<file path="config.mk">
export PLATFORM = sky130hd
export DESIGN_NAME = execute_stage_flat
export DESIGN_NICKNAME = d
export VERILOG_FILES = /design/src/source/cpu_pkg.sv /design/src/source/pipe_if.sv /design/src/source/execute_stage.sv /design/src/flat_wrapper.sv
export SDC_FILE = /design/constraint.sdc
export NUM_CORES = 1
export LEC_CHECK = 0
export ABC_AREA = 1
export BUFFER_PORTS_ARGS = -buffer_cell sky130_fd_sc_hd__buf_4
export CORE_MARGIN = 2
export CORE_UTILIZATION = 60
export CTS_BUF_LIST = sky130_fd_sc_hd__clkbuf_4
export DETAILED_ROUTE_END_ITERATION = 16
export PLACE_DENSITY = 0.89
export SETUP_SLACK_MARGIN = 0.5
export SLEW_MARGIN = 20
export SYNTH_ARGS = -nofsm -noshare
export SYNTH_HDL_FRONTEND = slang
export SYNTH_SLANG_ARGS = --single-unit
</file>
<file path="constraint.sdc">
create_clock -name sys_clk -period 3.7 [get_ports sys_clk]
set_input_delay 0.37 -clock sys_clk [delete_from_list [all_inputs] [get_ports sys_clk]]
set_output_delay 0.37 -clock sys_clk [all_outputs]
set_load 0.01 [all_outputs]
</file>
<file path="src/source/cpu_pkg.sv">
`default_nettype none

package cpu_pkg;

  typedef logic [31:0] word_t;
  typedef logic [4:0]  reg_id_t;
  typedef logic [7:0]  imem_addr_t;  // word address
  typedef logic [7:0]  dmem_addr_t;  // word address
  typedef logic [2:0]  alu_op_t;

  typedef enum logic {
    LOADING,
    RUNNING
  } run_state_e;

  localparam int IMEM_DEPTH = 256;
  localparam int DMEM_DEPTH = 256;

  // major opcodes, rv32i encoding
  localparam logic [6:0] OPC_RTYPE  = 7'b0110011;
  localparam logic [6:0] OPC_ITYPE  = 7'b0010011;
  localparam logic [6:0] OPC_LUI    = 7'b0110111;
  localparam logic [6:0] OPC_LOAD   = 7'b0000011;
  localparam logic [6:0] OPC_STORE  = 7'b0100011;
  localparam logic [6:0] OPC_BRANCH = 7'b1100011;

  localparam alu_op_t ALU_ADD   = 3'd0;
  localparam alu_op_t ALU_SUB   = 3'd1;
  localparam alu_op_t ALU_AND   = 3'd2;
  localparam alu_op_t ALU_OR    = 3'd3;
  localparam alu_op_t ALU_XOR   = 3'd4;
  localparam alu_op_t ALU_SLT   = 3'd5;  // signed compare
  localparam alu_op_t ALU_PASSB = 3'd6;  // lui

endpackage

`default_nettype wire

</file>
<file path="src/source/pipe_if.sv">
`timescale 1ns/10ps
`default_nettype none

interface decode_exec_if import cpu_pkg::*; ();
  word_t   pc;
  word_t   read1_data;
  word_t   read2_data;
  word_t   imm;
  reg_id_t rs1;
  reg_id_t rs2;
  reg_id_t rd;
  alu_op_t alu_op;
  logic    use_imm;
  logic    reg_write;
  logic    mem_read;
  logic    mem_write;
  logic    is_branch;
  logic    branch_ne;

  modport decode_side (
    output pc, read1_data, read2_data, imm, rs1, rs2, rd, alu_op,
    output use_imm, reg_write, mem_read, mem_write, is_branch, branch_ne
  );
  modport exec_side (
    input pc, read1_data, read2_data, imm, rs1, rs2, rd, alu_op,
    input use_imm, reg_write, mem_read, mem_write, is_branch, branch_ne
  );
endinterface

interface exec_result_if import cpu_pkg::*; ();
  word_t   alu_res;
  word_t   store_data;
  reg_id_t rd;
  logic    reg_write;
  logic    mem_read;
  logic    mem_write;

  modport exec_side (output alu_res, store_data, rd, reg_write, mem_read, mem_write);
  modport result_side (input alu_res, store_data, rd, reg_write, mem_read, mem_write);
endinterface

`default_nettype wire

</file>
<file path="src/source/execute_stage.sv">
`timescale 1ns/10ps
`default_nettype none

module execute_stage import cpu_pkg::*; (
  input  logic    sys_clk,
  input  logic    rst_n,
  decode_exec_if.exec_side de,
  input  logic    wb_valid,
  input  reg_id_t wb_id,
  input  word_t   wb_data,
  output logic    branch_taken,
  output word_t   branch_pc,
  exec_result_if.exec_side er
);

  logic  fwd1;
  logic  fwd2;
  word_t op1;
  word_t op2;
  word_t alu_b;
  word_t alu_res;

  // bypass from the result stage
  assign fwd1 = wb_valid && (wb_id != '0) && (wb_id == de.rs1);
  assign fwd2 = wb_valid && (wb_id != '0) && (wb_id == de.rs2);

  assign op1   = fwd1 ? wb_data : de.read1_data;
  assign op2   = fwd2 ? wb_data : de.read2_data;
  assign alu_b = de.use_imm ? de.imm : op2;

  always_comb begin
    case (de.alu_op)
      ALU_ADD:   alu_res = op1 + alu_b;
      ALU_SUB:   alu_res = op1 - alu_b;
      ALU_AND:   alu_res = op1 & alu_b;
      ALU_OR:    alu_res = op1 | alu_b;
      ALU_XOR:   alu_res = op1 ^ alu_b;
      ALU_SLT:   alu_res = {31'b0, $signed(op1) < $signed(alu_b)};
      ALU_PASSB: alu_res = alu_b;
      default:   alu_res = '0;
    endcase
  end

  // beq when branch_ne is low and bne when high
  assign branch_taken = de.is_branch && ((op1 == op2) != de.branch_ne);
  assign branch_pc    = de.pc + de.imm;

  always_ff @(posedge sys_clk or negedge rst_n) begin
    if (!rst_n) begin
      er.reg_write <= 1'b0;
      er.mem_read  <= 1'b0;
      er.mem_write <= 1'b0;
    end else begin
      er.reg_write <= de.reg_write;
      er.mem_read  <= de.mem_read;
      er.mem_write <= de.mem_write;
    end
  end

  always_ff @(posedge sys_clk) begin
    er.alu_res    <= alu_res;
    er.store_data <= op2;  // forwarded rs2 for sw
    er.rd         <= de.rd;
  end

  // the slot behind a taken branch arrives flushed
  a_branch_flush: assert property (@(posedge sys_clk) disable iff (!rst_n)
    branch_taken |=> !(de.is_branch || de.reg_write || de.mem_write));

endmodule

`default_nettype wire

</file>
<file path="src/flat_wrapper.sv">
// flat-port wrapper written by rule: the top's interface ports become plain ports
module execute_stage_flat import cpu_pkg::*;
  (sys_clk, rst_n, wb_valid, wb_id, wb_data, branch_taken, branch_pc, de_pc, de_read1_data, de_read2_data, de_imm, de_rs1, de_rs2, de_rd, de_alu_op, de_use_imm, de_reg_write, de_mem_read, de_mem_write, de_is_branch, de_branch_ne, er_alu_res, er_store_data, er_rd, er_reg_write, er_mem_read, er_mem_write);
  decode_exec_if de_i ();
  exec_result_if er_i ();
  input  logic sys_clk;
  input  logic rst_n;
  input  logic wb_valid;
  input  reg_id_t wb_id;
  input  word_t wb_data;
  output logic branch_taken;
  output word_t branch_pc;
  input wire logic [$bits(de_i.pc)-1:0] de_pc;
  input wire logic [$bits(de_i.read1_data)-1:0] de_read1_data;
  input wire logic [$bits(de_i.read2_data)-1:0] de_read2_data;
  input wire logic [$bits(de_i.imm)-1:0] de_imm;
  input wire logic [$bits(de_i.rs1)-1:0] de_rs1;
  input wire logic [$bits(de_i.rs2)-1:0] de_rs2;
  input wire logic [$bits(de_i.rd)-1:0] de_rd;
  input wire logic [$bits(de_i.alu_op)-1:0] de_alu_op;
  input wire logic [$bits(de_i.use_imm)-1:0] de_use_imm;
  input wire logic [$bits(de_i.reg_write)-1:0] de_reg_write;
  input wire logic [$bits(de_i.mem_read)-1:0] de_mem_read;
  input wire logic [$bits(de_i.mem_write)-1:0] de_mem_write;
  input wire logic [$bits(de_i.is_branch)-1:0] de_is_branch;
  input wire logic [$bits(de_i.branch_ne)-1:0] de_branch_ne;
  output wire logic [$bits(er_i.alu_res)-1:0] er_alu_res;
  output wire logic [$bits(er_i.store_data)-1:0] er_store_data;
  output wire logic [$bits(er_i.rd)-1:0] er_rd;
  output wire logic [$bits(er_i.reg_write)-1:0] er_reg_write;
  output wire logic [$bits(er_i.mem_read)-1:0] er_mem_read;
  output wire logic [$bits(er_i.mem_write)-1:0] er_mem_write;
  assign de_i.pc = de_pc;
  assign de_i.read1_data = de_read1_data;
  assign de_i.read2_data = de_read2_data;
  assign de_i.imm = de_imm;
  assign de_i.rs1 = de_rs1;
  assign de_i.rs2 = de_rs2;
  assign de_i.rd = de_rd;
  assign de_i.alu_op = de_alu_op;
  assign de_i.use_imm = de_use_imm;
  assign de_i.reg_write = de_reg_write;
  assign de_i.mem_read = de_mem_read;
  assign de_i.mem_write = de_mem_write;
  assign de_i.is_branch = de_is_branch;
  assign de_i.branch_ne = de_branch_ne;
  assign er_alu_res = er_i.alu_res;
  assign er_store_data = er_i.store_data;
  assign er_rd = er_i.rd;
  assign er_reg_write = er_i.reg_write;
  assign er_mem_read = er_i.mem_read;
  assign er_mem_write = er_i.mem_write;
  execute_stage u_core (.sys_clk(sys_clk), .rst_n(rst_n), .de(de_i), .wb_valid(wb_valid), .wb_id(wb_id), .wb_data(wb_data), .branch_taken(branch_taken), .branch_pc(branch_pc), .er(er_i));
endmodule
</file>
==> results.toml, run 1 <==
[floorplan]
die_h_um = 142.7
die_x_um = 142.7
io_pins = 297
num_rows = 50
start_util_pct = 61.53

[timing]
crit_endpoint = "u_core.er.alu_res[0]$_DFF_P_/D"
worst-ep-kind = "register input"

[logic_synthesis]
synth_cells = 2016
synthAdderAreaFrac_pct = 16.12
synthSimpleGateAreaFrac_pct = 35.04
ys_ff_latch = 72
synth_top_family_by_area = "simple AND/OR/NAND/NOR gates"
synthArstFlopShare_pct = 4.167
synthesis.nets = 2355
yosys_warnings = 0
yosys.cell_types.count = 48
syn_area_per_cell_um2 = 5.728
synth-xor-area-share_pct = 3.186
synthMuxAreaShare_pct = 0
seq_area_frac_synth_pct = 12.61
synth.largest_area_cell = "nand2_1"
synth_area_um2 = 11550
synth_edf_count = 0
synth_compound_area_share_pct = 19.99
yosys-top-cells-area = "nand2_1 19%, ha_1 16%, dfxtp_1 12%"
yosys_most_used_dff = "dfxtp_1"
yosysTopAreaCellShare_pct = 19.18

[clocking]
ctsHtreeMaxLevel = 3
cts_buffer_depth = 2
cts_root_buf = "clkbuf_4"
cts-buffers-inserted = 9
numClockSinks = 72

[global_routing]
grt_max_degree = 39
grt_overflow = 60
antenna_found_initial = 7
grt_use_total_pct = 78.28

[placement]
numPortBuffers = 296
dp_hpwl_um = 40740
gp_congestion = 1.109
post-place-cells = 2703

[status]
firstError = "[ERROR GRT-0232] Routing congestion too high. Check the congestion heatmap in the GUI."
status = "stopped before the end"
stop_stage = "global routing"
[timing repair]
action                                  CTS
endpoints found under the hold margin    11
hold buffers                              9
endpoints found under the setup margin   25
setup buffers                             3
resized for setup                        31
pin swaps                                 2
[through the flow]
stage | cell area, µm² | worst slack [ps]
after floorplan | 11650 | 501.3
after CTS | 15920 | 415.5
after global placement | 15630 | -74.07
after detailed placement | 15630 | -231.2
[logic make-up after synthesis]
| logic type | Yosys count |
|---|---|
| AOI/OAI and AO/OA | 403 |
| xor gates and xnor gates | 42 |
| adders and majority gates | 147 |
| buffers and inverters | 386 |
| DFF | 72 |
| and+or+nand+nor | 966 |
[metal layers]
metal / overflow / track usage [%]
met3: 1 / 65.76
met5: 1 / 30.08
met4: 26 / 80.15
met2: 31 / 92.59
met1: 1 / 77.54
[cells in the mapped netlist (11+ instances only)]
| master | count |
|---|---|
| ha_1 | 144 |
| o21ai_1 | 14 |
| o22ai_1 | 11 |
| a221oi_1 | 14 |
| dfxtp_1 | 69 |
| clkbuf_1 | 54 |
| o21a_1 | 14 |
| nand3_1 | 104 |
| a21oi_1 | 156 |
| o21bai_1 | 13 |
| nor2_1 | 153 |
| buf_2 | 16 |
| inv_1 | 299 |
| nand2_1 | 590 |
| xnor2_1 | 12 |
| nor3_1 | 26 |
| xor2_1 | 30 |
| nand4_1 | 69 |
| o2111ai_1 | 14 |
| o21ai_0 | 128 |
==> inputs of run 2 (changes only) <==
Settings changed: CORE_UTILIZATION 60 to 40, CTS_BUF_LIST sky130_fd_sc_hd__clkbuf_4 to default, PLACE_DENSITY 0.89 to default, PLACE_DENSITY_LB_ADDON from default to 0.15, SETUP_SLACK_MARGIN 0.5 to default.
==> run 2 against run 1 <==
  * The flow now finishes without violations
  * Synthesized area unchanged
  * Synthesized cell count unchanged
==> results.toml, run 2 <==
[clocking]
cts_root_buf = "clkbuf_16"
cts_buffer_depth = 2
numClockSinks = 72
ctsHtreeMaxLevel = 3
clk_pin_slew_ps = 60
cts_tree = "built"
cts-buffers-inserted = 9

[setup_path]
crit_buf_inv = 6
crit_path_frequent_cell = "nand2_1"
critPathKind = "input port to primary output"
cp_slowest_cell = "buf_4"
cp_top_family = "simple AND/OR/NAND/NOR gates"
cp-start-kind = "input port"
endpoint_kind = "primary output"
slowest_delay_ps = 360
arrival_ps = 3150
crit_chain = "buf_4, nor2_2, nand3_1, nand2_2, buf_4, nor2_4, nand2_2, buf_12, buf_4, nand2_1, nand2_1, buf_4, nand2_1, nand2_1, nand2_1, nor2_1, nand2_1, nor2_1, nand3_1, nand2_1, nor2_1, buf_4"
cp.required_ps = 3330
cp_max_fo = 37

[floorplan]
start_util_pct = 40.45
num_rows = 62
die_x_um = 173.9
coreArea_um2 = 28550
die_area_um2 = 30240
io_pins = 297
die_h_um = 173.9

[layout]
syn2layout_area_growth_pct = 49.42
fillers = 2893
fin_area_um2 = 17250
drive_gt1_share_pct = 28.40
top_regs = "u_core.er.alu_res x32, u_core.er.store_data x32, u_core.er.rd x5"
final_cells = 2993
nets = 2940
final_cell_mix = "644 x buf_4, 583 x nand2_1, 299 x inv_1, 148 x nor2_1, 143 x a21oi_1"
final_common_cell = "buf_4"

[logic_synthesis]
synthMostInstantiatedCell = "nand2_1"
yosys_most_used_dff = "dfxtp_1"
yosys-top-cells-area = "nand2_1 19%, ha_1 16%, dfxtp_1 12%"
seq_area_frac_synth_pct = 12.61
ys_top_cells_by_count = "590 x nand2_1, 299 x inv_1, 156 x a21oi_1, 153 x nor2_1, 144 x ha_1"
synthesis.nets = 2355
synth_edf_count = 0
synthArstFlopShare_pct = 4.167
synth_cells = 2016
synth.largest_area_cell = "nand2_1"
synth_area_um2 = 11550
ys_ff_latch = 72
syn_area_per_cell_um2 = 5.728
yosysTopAreaCellShare_pct = 19.18
yosys.cell_types.count = 48
yosys_warnings = 0

[routing]
drc_errors = 0
post_drt_wl_per_cell_um = 18.64
dr_wl_met3_um = 5399
wl_met1_um = 24360
via_count = 15802
dr.first_iter.drc_count = 1559
viasPerCell = 5.280
ant_nets = 0
highest_layer = "met4"
dr_wl_met2_um = 24500
drt_pass1_iterations = 5
drt-total-wl_um = 55790

[timing]
slew_headroom_pct = 35.73
layout_setup_ws_ps = 179.6
min_period_ps = 3520
fmax_ghz = 0.2841
worstMarginPinSlew_ps = 954.0
finalHoldViolations = 0
setup_viol = 0
min_period_over_period_pct = 95.15
finalMaxSlewViolations = 0

[global_routing]
grt_max_degree = 38
grt_pass1_vias = 14672
grt_overflow = 0
grt_pass1_wl_um = 82590
antenna_found_initial = 3
grt_use_total_pct = 35.46

[pwr]
total_power_uw = 4946
vdd_drop_max_mv = 0.2231
p_per_area_nw_per_um2 = 286.7
p_leak_uw = 0.009506

[run]
drv_cap = 0

[placement]
post-place-ws_ps = -535.1
place_area_um2 = 16620
dp_hpwl_um = 46900
numPortBuffers = 296
gp_congestion = 1.017
post-place-cells = 2971

[status]
status = "finished, final reports clean"

[min_path]
hold_path.class = "input port to flip-flop"
[run 2: cell counts after synthesis]
Identical to the previous run, type by type.
[run 2: cell type report]
cell class / count / area, µm² / area share [%]
Multi-Input combinational cell: 1558 / 8831 / 51.18
Timing Repair Buffer: 655 / 4992 / 28.93
Sequential cell: 72 / 1456 / 8.441
Inverter: 305 / 1145 / 6.635
Tap cell: 384 / 480.5 / 2.785
Clock buffer: 12 / 267.8 / 1.552
Clock inverter: 4 / 73.82 / 0.4278
Antenna cell: 3 / 7.507 / 0.04351
[run 2: routing by layer]
layer / vias to the layer above / track usage [%]
li1: 7743 / -
met1: 7163 / 48.47
met2: 809 / 56.49
met3: 87 / 6.343
met4: 0 / 11.38
met5: - / 0
[run 2: through the flow]
stage | setup TNS, ps | hold slack [ps] | utilization [%]
finish | 0 | 102.6 | 60.44
global route | -15.15 | 98.13 | 60.43
CTS | 0 | 98.03 | 59.51
detailed placement | -6821 | 162.4 | 58.23
global placement | -4604 | 159.5 | 58.23
floorplan | 0 | 74.41 | -
[run 2: power breakdown]
group / total [µW] / internal (µW) / leakage, µW / switching (µW)
combinational: 2970 / 1340 / 0.00872 / 1630
clock: 1080 / 652 / 0.000168 / 432
sequential: 893 / 863 / 0.000616 / 30.8
total: 4950 / 2860 / 0.00951 / 2090
[run 2: what timing repair did]
action	4_1_cts	5_1_grt
setup endpoints to repair	8	24
buffers inserted	0	2
gates cloned	0	0
hold buffers	1	0
endpoints found under the hold margin	3	0
pin swaps	1	6
gates resized for setup	4	76
[run 2: logic make-up (layout without fill, tap and decap cells)]
group / after synthesis / after routing / synth area share (%)
buffers and inverters: 386 / 976 / 13.05
AND/OR/NAND/NOR: 966 / 966 / 35.04
AO/OA/AOI/OAI: 403 / 403 / 19.99
flip-flops: 72 / 72 / 12.61
adder cells (fa/ha/maj): 147 / 147 / 16.12
XOR/XNOR: 42 / 42 / 3.186
other: 0 / 3 / 0
[run 2: path summary, 6_finish.rpt]
kind	from	end	slack [ps]	depth (start not counted)
worst max-delay path	wb_id[2]	branch_taken	180	22
worst min-delay path	de_rd[0]	u_core.er.rd[0]	100	1
max in group asynchronous	rst_n	u_core.er.mem_read	3280	2
min in group asynchronous	rst_n	u_core.er.mem_write	330	2
Note: power is estimated with default switching activity, not from simulation.
