$ cat config.mk
export PLATFORM = sky130hd
export DESIGN_NAME = instr_decode_flat
export DESIGN_NICKNAME = d
export VERILOG_FILES = /design/src/source/cpu_pkg.sv /design/src/source/pipe_if.sv /design/src/source/instr_decode.sv /design/src/flat_wrapper.sv
export SDC_FILE = /design/constraint.sdc
export NUM_CORES = 1
export LEC_CHECK = 0
export BUFFER_PORTS_ARGS = -buffer_cell sky130_fd_sc_hd__clkbuf_2
export CAP_MARGIN = 15
export CORE_MARGIN = 3
export CORE_UTILIZATION = 66
export CTS_CLUSTER_SIZE = 28
export DETAILED_ROUTE_END_ITERATION = 8
export PLACE_DENSITY = 0.85
export SYNTH_ARGS = -nofsm -noshare
export SYNTH_HDL_FRONTEND = slang
export SYNTH_SLANG_ARGS = --single-unit
$ cat constraint.sdc
create_clock -name sys_clk -period 3.7 [get_ports sys_clk]
set_input_delay 0.74 -clock sys_clk [delete_from_list [all_inputs] [get_ports sys_clk]]
set_output_delay 0.74 -clock sys_clk [all_outputs]
set_load 0.1 [all_outputs]
$ cat src/source/cpu_pkg.sv
`default_nettype none

package cpu_pkg;

  typedef logic [31:0] word_t;
  typedef logic [4:0]  reg_id_t;
  typedef logic [7:0]  imem_addr_t;  // word address
  typedef logic [7:0]  dmem_addr_t;  // word address
  typedef logic [2:0]  alu_op_t;

  typedef enum logic {
    LOADING,
    RUNNING
  } run_state_e;

  localparam int IMEM_DEPTH = 256;
  localparam int DMEM_DEPTH = 256;

  // major opcodes, rv32i encoding
  localparam logic [6:0] OPC_RTYPE  = 7'b0110011;
  localparam logic [6:0] OPC_ITYPE  = 7'b0010011;
  localparam logic [6:0] OPC_LUI    = 7'b0110111;
  localparam logic [6:0] OPC_LOAD   = 7'b0000011;
  localparam logic [6:0] OPC_STORE  = 7'b0100011;
  localparam logic [6:0] OPC_BRANCH = 7'b1100011;

  localparam alu_op_t ALU_ADD   = 3'd0;
  localparam alu_op_t ALU_SUB   = 3'd1;
  localparam alu_op_t ALU_AND   = 3'd2;
  localparam alu_op_t ALU_OR    = 3'd3;
  localparam alu_op_t ALU_XOR   = 3'd4;
  localparam alu_op_t ALU_SLT   = 3'd5;  // signed compare
  localparam alu_op_t ALU_PASSB = 3'd6;  // lui

endpackage

`default_nettype wire

$ cat src/source/pipe_if.sv
`timescale 1ns/10ps
`default_nettype none

interface decode_exec_if import cpu_pkg::*; ();
  word_t   pc;
  word_t   read1_data;
  word_t   read2_data;
  word_t   imm;
  reg_id_t rs1;
  reg_id_t rs2;
  reg_id_t rd;
  alu_op_t alu_op;
  logic    use_imm;
  logic    reg_write;
  logic    mem_read;
  logic    mem_write;
  logic    is_branch;
  logic    branch_ne;

  modport decode_side (
    output pc, read1_data, read2_data, imm, rs1, rs2, rd, alu_op,
    output use_imm, reg_write, mem_read, mem_write, is_branch, branch_ne
  );
  modport exec_side (
    input pc, read1_data, read2_data, imm, rs1, rs2, rd, alu_op,
    input use_imm, reg_write, mem_read, mem_write, is_branch, branch_ne
  );
endinterface


`default_nettype wire

$ cat src/source/instr_decode.sv
`timescale 1ns/10ps
`default_nettype none

module instr_decode import cpu_pkg::*; (
  input  logic    sys_clk,
  input  logic    rst_n,
  input  word_t   instr,
  input  word_t   pc,
  input  logic    branch_taken,
  input  logic    wb_valid,
  input  reg_id_t wb_id,
  input  word_t   wb_data,
  decode_exec_if.decode_side de
);

  word_t      regs [32];
  logic [6:0] opcode;
  logic [2:0] funct3;
  logic [6:0] funct7;
  reg_id_t    rs1;
  reg_id_t    rs2;
  reg_id_t    rd;
  word_t      imm_i;
  word_t      imm_s;
  word_t      imm_b;
  word_t      imm_u;
  word_t      imm;
  word_t      read1;
  word_t      read2;
  alu_op_t    alu_op;
  logic       use_imm;
  logic       reg_write;
  logic       mem_read;
  logic       mem_write;
  logic       is_branch;

  assign opcode = instr[6:0];
  assign rd     = instr[11:7];
  assign funct3 = instr[14:12];
  assign rs1    = instr[19:15];
  assign rs2    = instr[24:20];
  assign funct7 = instr[31:25];

  assign imm_i = {{20{instr[31]}}, instr[31:20]};
  assign imm_s = {{20{instr[31]}}, instr[31:25], instr[11:7]};
  assign imm_b = {{19{instr[31]}}, instr[31], instr[7], instr[30:25], instr[11:8], 1'b0};
  assign imm_u = {instr[31:12], 12'b0};

  always_comb begin
    alu_op    = ALU_ADD;
    imm       = imm_i;
    use_imm   = 1'b0;
    reg_write = 1'b0;
    mem_read  = 1'b0;
    mem_write = 1'b0;
    is_branch = 1'b0;
    case (opcode)
      OPC_RTYPE: begin
        reg_write = 1'b1;
        case ({funct7, funct3})
          {7'h00, 3'b000}: alu_op = ALU_ADD;
          {7'h20, 3'b000}: alu_op = ALU_SUB;
          {7'h00, 3'b111}: alu_op = ALU_AND;
          {7'h00, 3'b110}: alu_op = ALU_OR;
          {7'h00, 3'b100}: alu_op = ALU_XOR;
          {7'h00, 3'b010}: alu_op = ALU_SLT;
          default:         reg_write = 1'b0;  // unsupported
        endcase
      end
      OPC_ITYPE: begin
        use_imm   = 1'b1;
        reg_write = (funct3 == 3'b000);  // addi only
      end
      OPC_LUI: begin
        alu_op    = ALU_PASSB;
        imm       = imm_u;
        use_imm   = 1'b1;
        reg_write = 1'b1;
      end
      OPC_LOAD: begin
        use_imm   = 1'b1;
        reg_write = (funct3 == 3'b010);  // lw
        mem_read  = (funct3 == 3'b010);
      end
      OPC_STORE: begin
        imm       = imm_s;
        use_imm   = 1'b1;
        mem_write = (funct3 == 3'b010);  // sw
      end
      OPC_BRANCH: begin
        imm       = imm_b;
        is_branch = (funct3[2:1] == 2'b00);  // beq, bne
      end
      default: ;
    endcase
    if (rd == '0) begin
      reg_write = 1'b0;
    end
  end

  // write-through read, x0 reads zero
  assign read1 = (rs1 == '0) ? '0 : (wb_valid && wb_id == rs1) ? wb_data : regs[rs1];
  assign read2 = (rs2 == '0) ? '0 : (wb_valid && wb_id == rs2) ? wb_data : regs[rs2];

  always_ff @(posedge sys_clk) begin
    if (wb_valid && wb_id != '0) begin
      regs[wb_id] <= wb_data;
    end
  end

  always_ff @(posedge sys_clk or negedge rst_n) begin
    if (!rst_n) begin
      de.alu_op    <= ALU_ADD;
      de.use_imm   <= 1'b0;
      de.reg_write <= 1'b0;
      de.mem_read  <= 1'b0;
      de.mem_write <= 1'b0;
      de.is_branch <= 1'b0;
      de.branch_ne <= 1'b0;
    end else begin
      de.alu_op    <= alu_op;
      de.use_imm   <= use_imm;
      de.mem_read  <= mem_read;
      de.branch_ne <= funct3[0];
      de.reg_write <= reg_write && !branch_taken;  // flush on redirect
      de.mem_write <= mem_write && !branch_taken;
      de.is_branch <= is_branch && !branch_taken;
    end
  end

  always_ff @(posedge sys_clk) begin
    de.pc         <= pc;
    de.read1_data <= read1;
    de.read2_data <= read2;
    de.imm        <= imm;
    de.rs1        <= rs1;
    de.rs2        <= rs2;
    de.rd         <= rd;
  end

  a_no_x0_write: assert property (@(posedge sys_clk) disable iff (!rst_n)
    wb_valid |-> wb_id != '0);

endmodule

`default_nettype wire

$ cat src/flat_wrapper.sv
// flat-port wrapper written by rule: the top's interface ports become plain ports
module instr_decode_flat import cpu_pkg::*;
  (sys_clk, rst_n, instr, pc, branch_taken, wb_valid, wb_id, wb_data, de_pc, de_read1_data, de_read2_data, de_imm, de_rs1, de_rs2, de_rd, de_alu_op, de_use_imm, de_reg_write, de_mem_read, de_mem_write, de_is_branch, de_branch_ne);
  decode_exec_if de_i ();
  input  logic sys_clk;
  input  logic rst_n;
  input  word_t instr;
  input  word_t pc;
  input  logic branch_taken;
  input  logic wb_valid;
  input  reg_id_t wb_id;
  input  word_t wb_data;
  output wire logic [$bits(de_i.pc)-1:0] de_pc;
  output wire logic [$bits(de_i.read1_data)-1:0] de_read1_data;
  output wire logic [$bits(de_i.read2_data)-1:0] de_read2_data;
  output wire logic [$bits(de_i.imm)-1:0] de_imm;
  output wire logic [$bits(de_i.rs1)-1:0] de_rs1;
  output wire logic [$bits(de_i.rs2)-1:0] de_rs2;
  output wire logic [$bits(de_i.rd)-1:0] de_rd;
  output wire logic [$bits(de_i.alu_op)-1:0] de_alu_op;
  output wire logic [$bits(de_i.use_imm)-1:0] de_use_imm;
  output wire logic [$bits(de_i.reg_write)-1:0] de_reg_write;
  output wire logic [$bits(de_i.mem_read)-1:0] de_mem_read;
  output wire logic [$bits(de_i.mem_write)-1:0] de_mem_write;
  output wire logic [$bits(de_i.is_branch)-1:0] de_is_branch;
  output wire logic [$bits(de_i.branch_ne)-1:0] de_branch_ne;
  assign de_pc = de_i.pc;
  assign de_read1_data = de_i.read1_data;
  assign de_read2_data = de_i.read2_data;
  assign de_imm = de_i.imm;
  assign de_rs1 = de_i.rs1;
  assign de_rs2 = de_i.rs2;
  assign de_rd = de_i.rd;
  assign de_alu_op = de_i.alu_op;
  assign de_use_imm = de_i.use_imm;
  assign de_reg_write = de_i.reg_write;
  assign de_mem_read = de_i.mem_read;
  assign de_mem_write = de_i.mem_write;
  assign de_is_branch = de_i.is_branch;
  assign de_branch_ne = de_i.branch_ne;
  instr_decode u_core (.sys_clk(sys_clk), .rst_n(rst_n), .instr(instr), .pc(pc), .branch_taken(branch_taken), .wb_valid(wb_valid), .wb_id(wb_id), .wb_data(wb_data), .de(de_i));
endmodule
# Word-level counts from Yosys, hierarchy flattened
# Memory sizes are Yosys's and may differ from the RTL's. A register that Yosys moved wholly into a read port is not among the register bits.
# Cells that the tools add are included.
# word_totals
ramBits	1024
n_memories	1
out_inout_bits	152
word_cells	51
reg_bits	88
# op_classes
muxes	12
n_eq_ne	12
n_reduce_logical	14
# memory_table
name	words	width	read_ports	rd_clocked_by_memory_dff	write_ports	line	rtl
u_core.regs	32	32	2	2	1	instr_decode.sv:16	word_t regs [32];
# ops
operator	count
one-hot mux 31 bit (3 select lines)	1
equality test 10 x 3 -> 1 bit, second input constant	3
equality test 7 x 6 -> 1 bit, second input constant	3
zero test 5 bit	3
one-hot mux 3 bit (5 select lines)	1
equality test 10 x 2 -> 1 bit, second input constant	1
equality test 10 x 9 -> 1 bit, second input constant	1
zero test 10 bit	1
two-way mux 1 bit	8
equality test 7 x 2 -> 1 bit, second input constant	1
equality test 7 x 5 -> 1 bit, second input constant	1
equality test 7 bit, second input constant	1
one-hot mux 3 bit (2 select lines)	1
OR reduction 6 bit	1
nonzero test 5 bit	1
logical AND 1 bit	4
one-hot mux 1 bit (4 select lines)	1
OR reduction 4 bit	1
equality test 3 x 2 -> 1 bit, second input constant	1
zero test 3 bit	1
zero test 2 bit	1
zero test 1 bit	1

# Longest topological paths before layout
# depth
depth_word	6
depth_mapped	8

# Worst setup path before layout
# OpenSTA, ideal clock, no wires.
# synth_timing
path_kind	input-to-reg
startpoint	input wb_id[1]
endpoint	memory u_core.regs[28][0] (netlist name) (enable)
arrival_time_ps	2982
path_stages	5
slack_ps	297
setup_ps	421
n_path_buf	2
path_cell_list	buf_2 -> or2_1 -> or2_2 -> clkbuf_1 -> nor2_1
# synth_between
elab_chain_len	4
# synth_lines
element	line	rtl
start: declaration	flat_wrapper.sv:11	input reg_id_t wb_id;
nonzero test 5 bit	instr_decode.sv:106	if (wb_valid && wb_id != '0) begin
logical AND 1 bit	instr_decode.sv:106	
two-way mux 1 bit	instr_decode.sv:106	
two-way mux 1 bit (implied by the code)	instr_decode.sv:107	regs[wb_id] <= wb_data;
end: declaration	instr_decode.sv:16	
# Several ways; a longest one is shown, not always the timed one.

# Worst setup path after layout
# layout_timing
startpoint	input wb_id[0]
endpoint	memory u_core.regs[20][14] (netlist name) (enable)
# The elaborated chain is that of the path after synthesis.

==> summary.txt <==
Critical path
  • Worst Path Required: 4.06 ns
  • Endpoint of the worst-slack reg-to-reg timing path: u_core.de.read1_data[20]
  • Critical path arrival: 3.16 ns
  • Critical Path Fanout Max: 20
  • Kind of cell adding the most delay to the critical path: simple AND/OR/NAND/NOR gates
  • Flop2flop setup slack: 1.82 ns
  • Logic depth of the worst path, buffers included: 6
  • Launch point of the critical path: wb_id[0]
  • Critical R2R Launch: u_core.regs[5][20]
  • Critical path, cell by cell: clkbuf_2, or2_1, o21ai_2, or2_2, nor2_4, buf_4
  • Worst reg2reg path depth: 4
  • Critical path endpoint: u_core.regs[20][14]
  • Kind of critical path: primary input to flip-flop
  • Critical path's slowest cell: sky130_fd_sc_hd__nor2_4
  • Category of the worst setup path launch point: primary input
  • CP endpoint kind: flip-flop
  • Combined buffer and inverter count along the critical path: 2
  • Delay of the slowest critical-path stage: 0.93 ns

Synth
  • Synthesized area divided by synthesized cell count: 19.4 um^2
  • Dominant cell by count in the synthesized netlist: sky130_fd_sc_hd__edfxtp_1
  • Cell Area, Synth: 0.0515 mm^2
  • Number of enable flip-flop cells after synthesis: 1024
  • Fraction of the yosys area taken by sequential cells: 65.7%
  • Post-synthesis share of cell area spent on full adders, half adders and majority gates: 0%
  • Cells after Synth: 2658
  • Register bit count reported by yosys: 1176
  • Proportion of register bits with asynchronous set or reset after synthesis: 0.765%
  • Yosys top cell area share: 59.7%
  • Largest area contributor in the synthesized netlist: sky130_fd_sc_hd__edfxtp_1
  • Dominant combinational cell family by area after synthesis: multiplexers
  • Synth Area in Compound Gates: 3.89%
  • Number of distinct library cells after synthesis: 56
  • Synth top area cells: sky130_fd_sc_hd__edfxtp_1 60%, sky130_fd_sc_hd__mux4_2 22%, sky130_fd_sc_hd__dfxtp_1 5.6%
  • Share of cell area taken by muxes after synthesis: 25.5%
  • Top cells by count, synth: 1024 x sky130_fd_sc_hd__edfxtp_1, 510 x sky130_fd_sc_hd__mux4_2, 156 x sky130_fd_sc_hd__o22ai_1, 143 x sky130_fd_sc_hd__dfxtp_1, 139 x sky130_fd_sc_hd__nor2_1
  • Synth Area in XOR/XNOR: 0.204%
  • Synthesis Warnings: 0
  • Most used flip-flop cell after synthesis: sky130_fd_sc_hd__edfxtp_1
  • Simple logic cell fraction of the synthesized area: 2.59%

Route
  • Routed vias: 32600
  • Drt drc: 0
  • First-pass detailed-route iteration total: 6
  • Routed wire per std cell: 38.4 um
  • DRC violation total after the first TritonRoute iteration: 5551
  • Detailed Route WL: 158 mm
  • Remaining number of nets flagged by the antenna check after routing: 0
  • Vias per Instance: 7.93

Outcome
  • Outcome: complete, no violations

Pwr
  • Worst VDD drop: 0.485 mV
  • Pwr Density: 526 mW/mm^2
  • Leakage power total: 0.0198 uW
  • Total chip power: 31100 uW

Timing
  • Final slew viol count: 0
  • Hold WS: 0.142 ns
  • Max Clk Rate: 356 MHz
  • Worst Tran Pin Value: 1.20 ns
  • Setup repair after global routing missed its margin: false
  • Final hold violations: 0
  • Relative slew slack: 19.7%
  • Final setup violation count: 0
  • Worst clock skew on the final layout: 0.0272 ns
  • Total Neg Setup Slack: 0 ns
  • Shortest clock period the worst path allows after layout: 2.81 ns
  • Period utilisation layout: 75.9%

Floorplan
  • Core footprint: 0.0766 mm^2
  • Die Area: 0.0815 mm^2
  • Placement Rows: 101
  • Overall die width: 285 um
  • Count of boundary I/O pins: 257
  • Initial core utilization: 67.3%
  • Height of the chip: 285 um

Cells and area
  • Share of cells above drive strength 1: 38.2%
  • Layout Nets: 3085
  • Fillers: 3828
  • Area of all placed cells without fillers: 0.0591 mm^2
  • Area Overhead vs Synth: 14.6%

Global routing
  • Global-route usage over all layers: 39.3%
  • Grt total ovfl: 0
  • Maximum number of pins on one net before global-route repair: 57
  • Number of antenna violations at the first check in global routing: 6
  • Number of global-route vias before repair: 34100
  • Wire length of the first global-routing pass: 229 mm

Clocking
  • Clock network latency to the later pin of the worst-skew pair: 0.71 ns
  • TritonCTS clock tree: yes
  • Resized cells post-CTS: 0
  • Inserted Clock Buffers: 115
  • Clock tree sinks: 1176
  • CTS clk-pin slew, worst paths: 0.06 ns
  • Number of H-tree branching levels: 3
  • Max clock buf depth: 3
  • Root Buffer: sky130_fd_sc_hd__clkbuf_16
  • Cts hold-fix bufs: 1
  • Number of setup buffers added after CTS: 0

Place
  • Cell area after placement: 0.0550 mm^2
  • Placer congestion estimate: 0.859
  • Number of buffers inserted by port buffering: 256
  • DP HPWL: 86.2 mm

Min path
  • Worst min-delay path category: primary input to flip-flop

Run
  • Max-Cap Viols: 0
-- sequential cells by signal, summed over array words and instances (netlist names) --
register and count:
u_core.de.alu_op 3, u_core.de.is_branch 1, u_core.de.pc 32, u_core.de.use_imm 1
u_core.de.read2_data 32, u_core.regs 1024, u_core.de.rs2 5, u_core.de.read1_data 32
u_core.de.reg_write 1, u_core.de.branch_ne 1, u_core.de.rd 5, u_core.de.imm 32
u_core.de.mem_read 1, u_core.de.rs1 5, u_core.de.mem_write 1
-- where the power goes --
group          internal [uW]  switching [uW]
combinational           1090            2520
sequential             14700             168
clock                   7460            5100
-- cell usage in the layout (no fill, tap or decap), types with 4 or more instances in the layout --
master                      instances
sky130_fd_sc_hd__a211oi_1          15
sky130_fd_sc_hd__diode_2            5
sky130_fd_sc_hd__nand3b_1           8
sky130_fd_sc_hd__dfrtp_1            9
sky130_fd_sc_hd__clkbuf_8          19
sky130_fd_sc_hd__o22ai_1          156
sky130_fd_sc_hd__nor3_1            62
sky130_fd_sc_hd__nor2_4            31
sky130_fd_sc_hd__a211oi_2          15
sky130_fd_sc_hd__nor4_1             4
sky130_fd_sc_hd__a21oi_1            5
sky130_fd_sc_hd__mux4_2           510
sky130_fd_sc_hd__edfxtp_1        1024
sky130_fd_sc_hd__nand3_1           12
sky130_fd_sc_hd__clkbuf_1          22
sky130_fd_sc_hd__buf_12            45
sky130_fd_sc_hd__o21a_1            29
sky130_fd_sc_hd__nand2_1           27
sky130_fd_sc_hd__nand2b_2           4
sky130_fd_sc_hd__conb_1            32
sky130_fd_sc_hd__buf_4             86
sky130_fd_sc_hd__clkinv_1          12
sky130_fd_sc_hd__mux2_2            32
sky130_fd_sc_hd__xnor2_1           11
sky130_fd_sc_hd__dfxtp_1          143
sky130_fd_sc_hd__nor2_1           108
sky130_fd_sc_hd__a21o_1            19
sky130_fd_sc_hd__o21ai_0           41
sky130_fd_sc_hd__mux2i_1          129
sky130_fd_sc_hd__or2_2              4
sky130_fd_sc_hd__and2_1             8
sky130_fd_sc_hd__clkinv_2          17
sky130_fd_sc_hd__clkbuf_2         252
sky130_fd_sc_hd__clkbuf_16        118
sky130_fd_sc_hd__bufinv_16         19
-- cell type report --
class,instances,area (um^2),share of cell area [%]
clock inverter,57,773,1.31
antenna,5,12.5,0.0212
sequential,1176,33800,57.3
clock buffer,159,3260,5.52
tap,1030,1290,2.18
timing repair buffer,386,2880,4.88
inverter,3,11.3,0.0191
multi-input combinational,1298,17000,28.8
-- logic make-up (layout without fill, tap and decap cells) --
| logic type | Yosys count | after routing |
|---|---|---|
| AO/OA/AOI/OAI | 295 | 295 |
| XOR/XNOR | 12 | 12 |
| buffers and inverters | 215 | 605 |
| multiplexers | 671 | 671 |
| flip-flops | 1176 | 1176 |
| other | 1 | 37 |
| AND/OR/NAND/NOR | 288 | 288 |
-- metrics by stage --
step	setup WS (ns)	utilization, %	std cells
after global routing	0.967	77.1	4111
after CTS	1.04	77.1	4109
after floorplan	0.297	-	2689
after detailed placement	0.410	71.8	3892
final	0.890	77.1	4114
after global placement	0.511	71.8	3892
-- metal layers --
| metal | share of wire, % | vias up | wire length (um) | track usage [%] |
|---|---|---|---|---|
| met2 | 47 | 3519 | 74700 | 60.9 |
| met3 | 15 | 948 | 23800 | 12.0 |
| li1 | - | 11900 | - | - |
| met5 | 0.019 | - | 30 | 1.07 |
| met4 | 7.6 | 4 | 12000 | 24.3 |
| met1 | 30 | 16300 | 47600 | 49.1 |
-- worst min-delay path by stage --
stage                           to  cells past startpoint  slack (ns)    from
4_1_cts            u_core.de.pc[5]                      1        0.13   pc[5]
6_report           u_core.de.pc[5]                      1        0.14   pc[5]
3_3_place_gp   u_core.de.is_branch                      1        0.59   rst_n
2_1_floorplan  u_core.de.alu_op[0]                      0        0.44   rst_n
5_1_grt           u_core.de.pc[23]                      1        0.13  pc[23]
3_5_place_dp    u_core.de.mem_read                      1        0.60   rst_n
No activity file was read; power rests on OpenSTA's default activity.
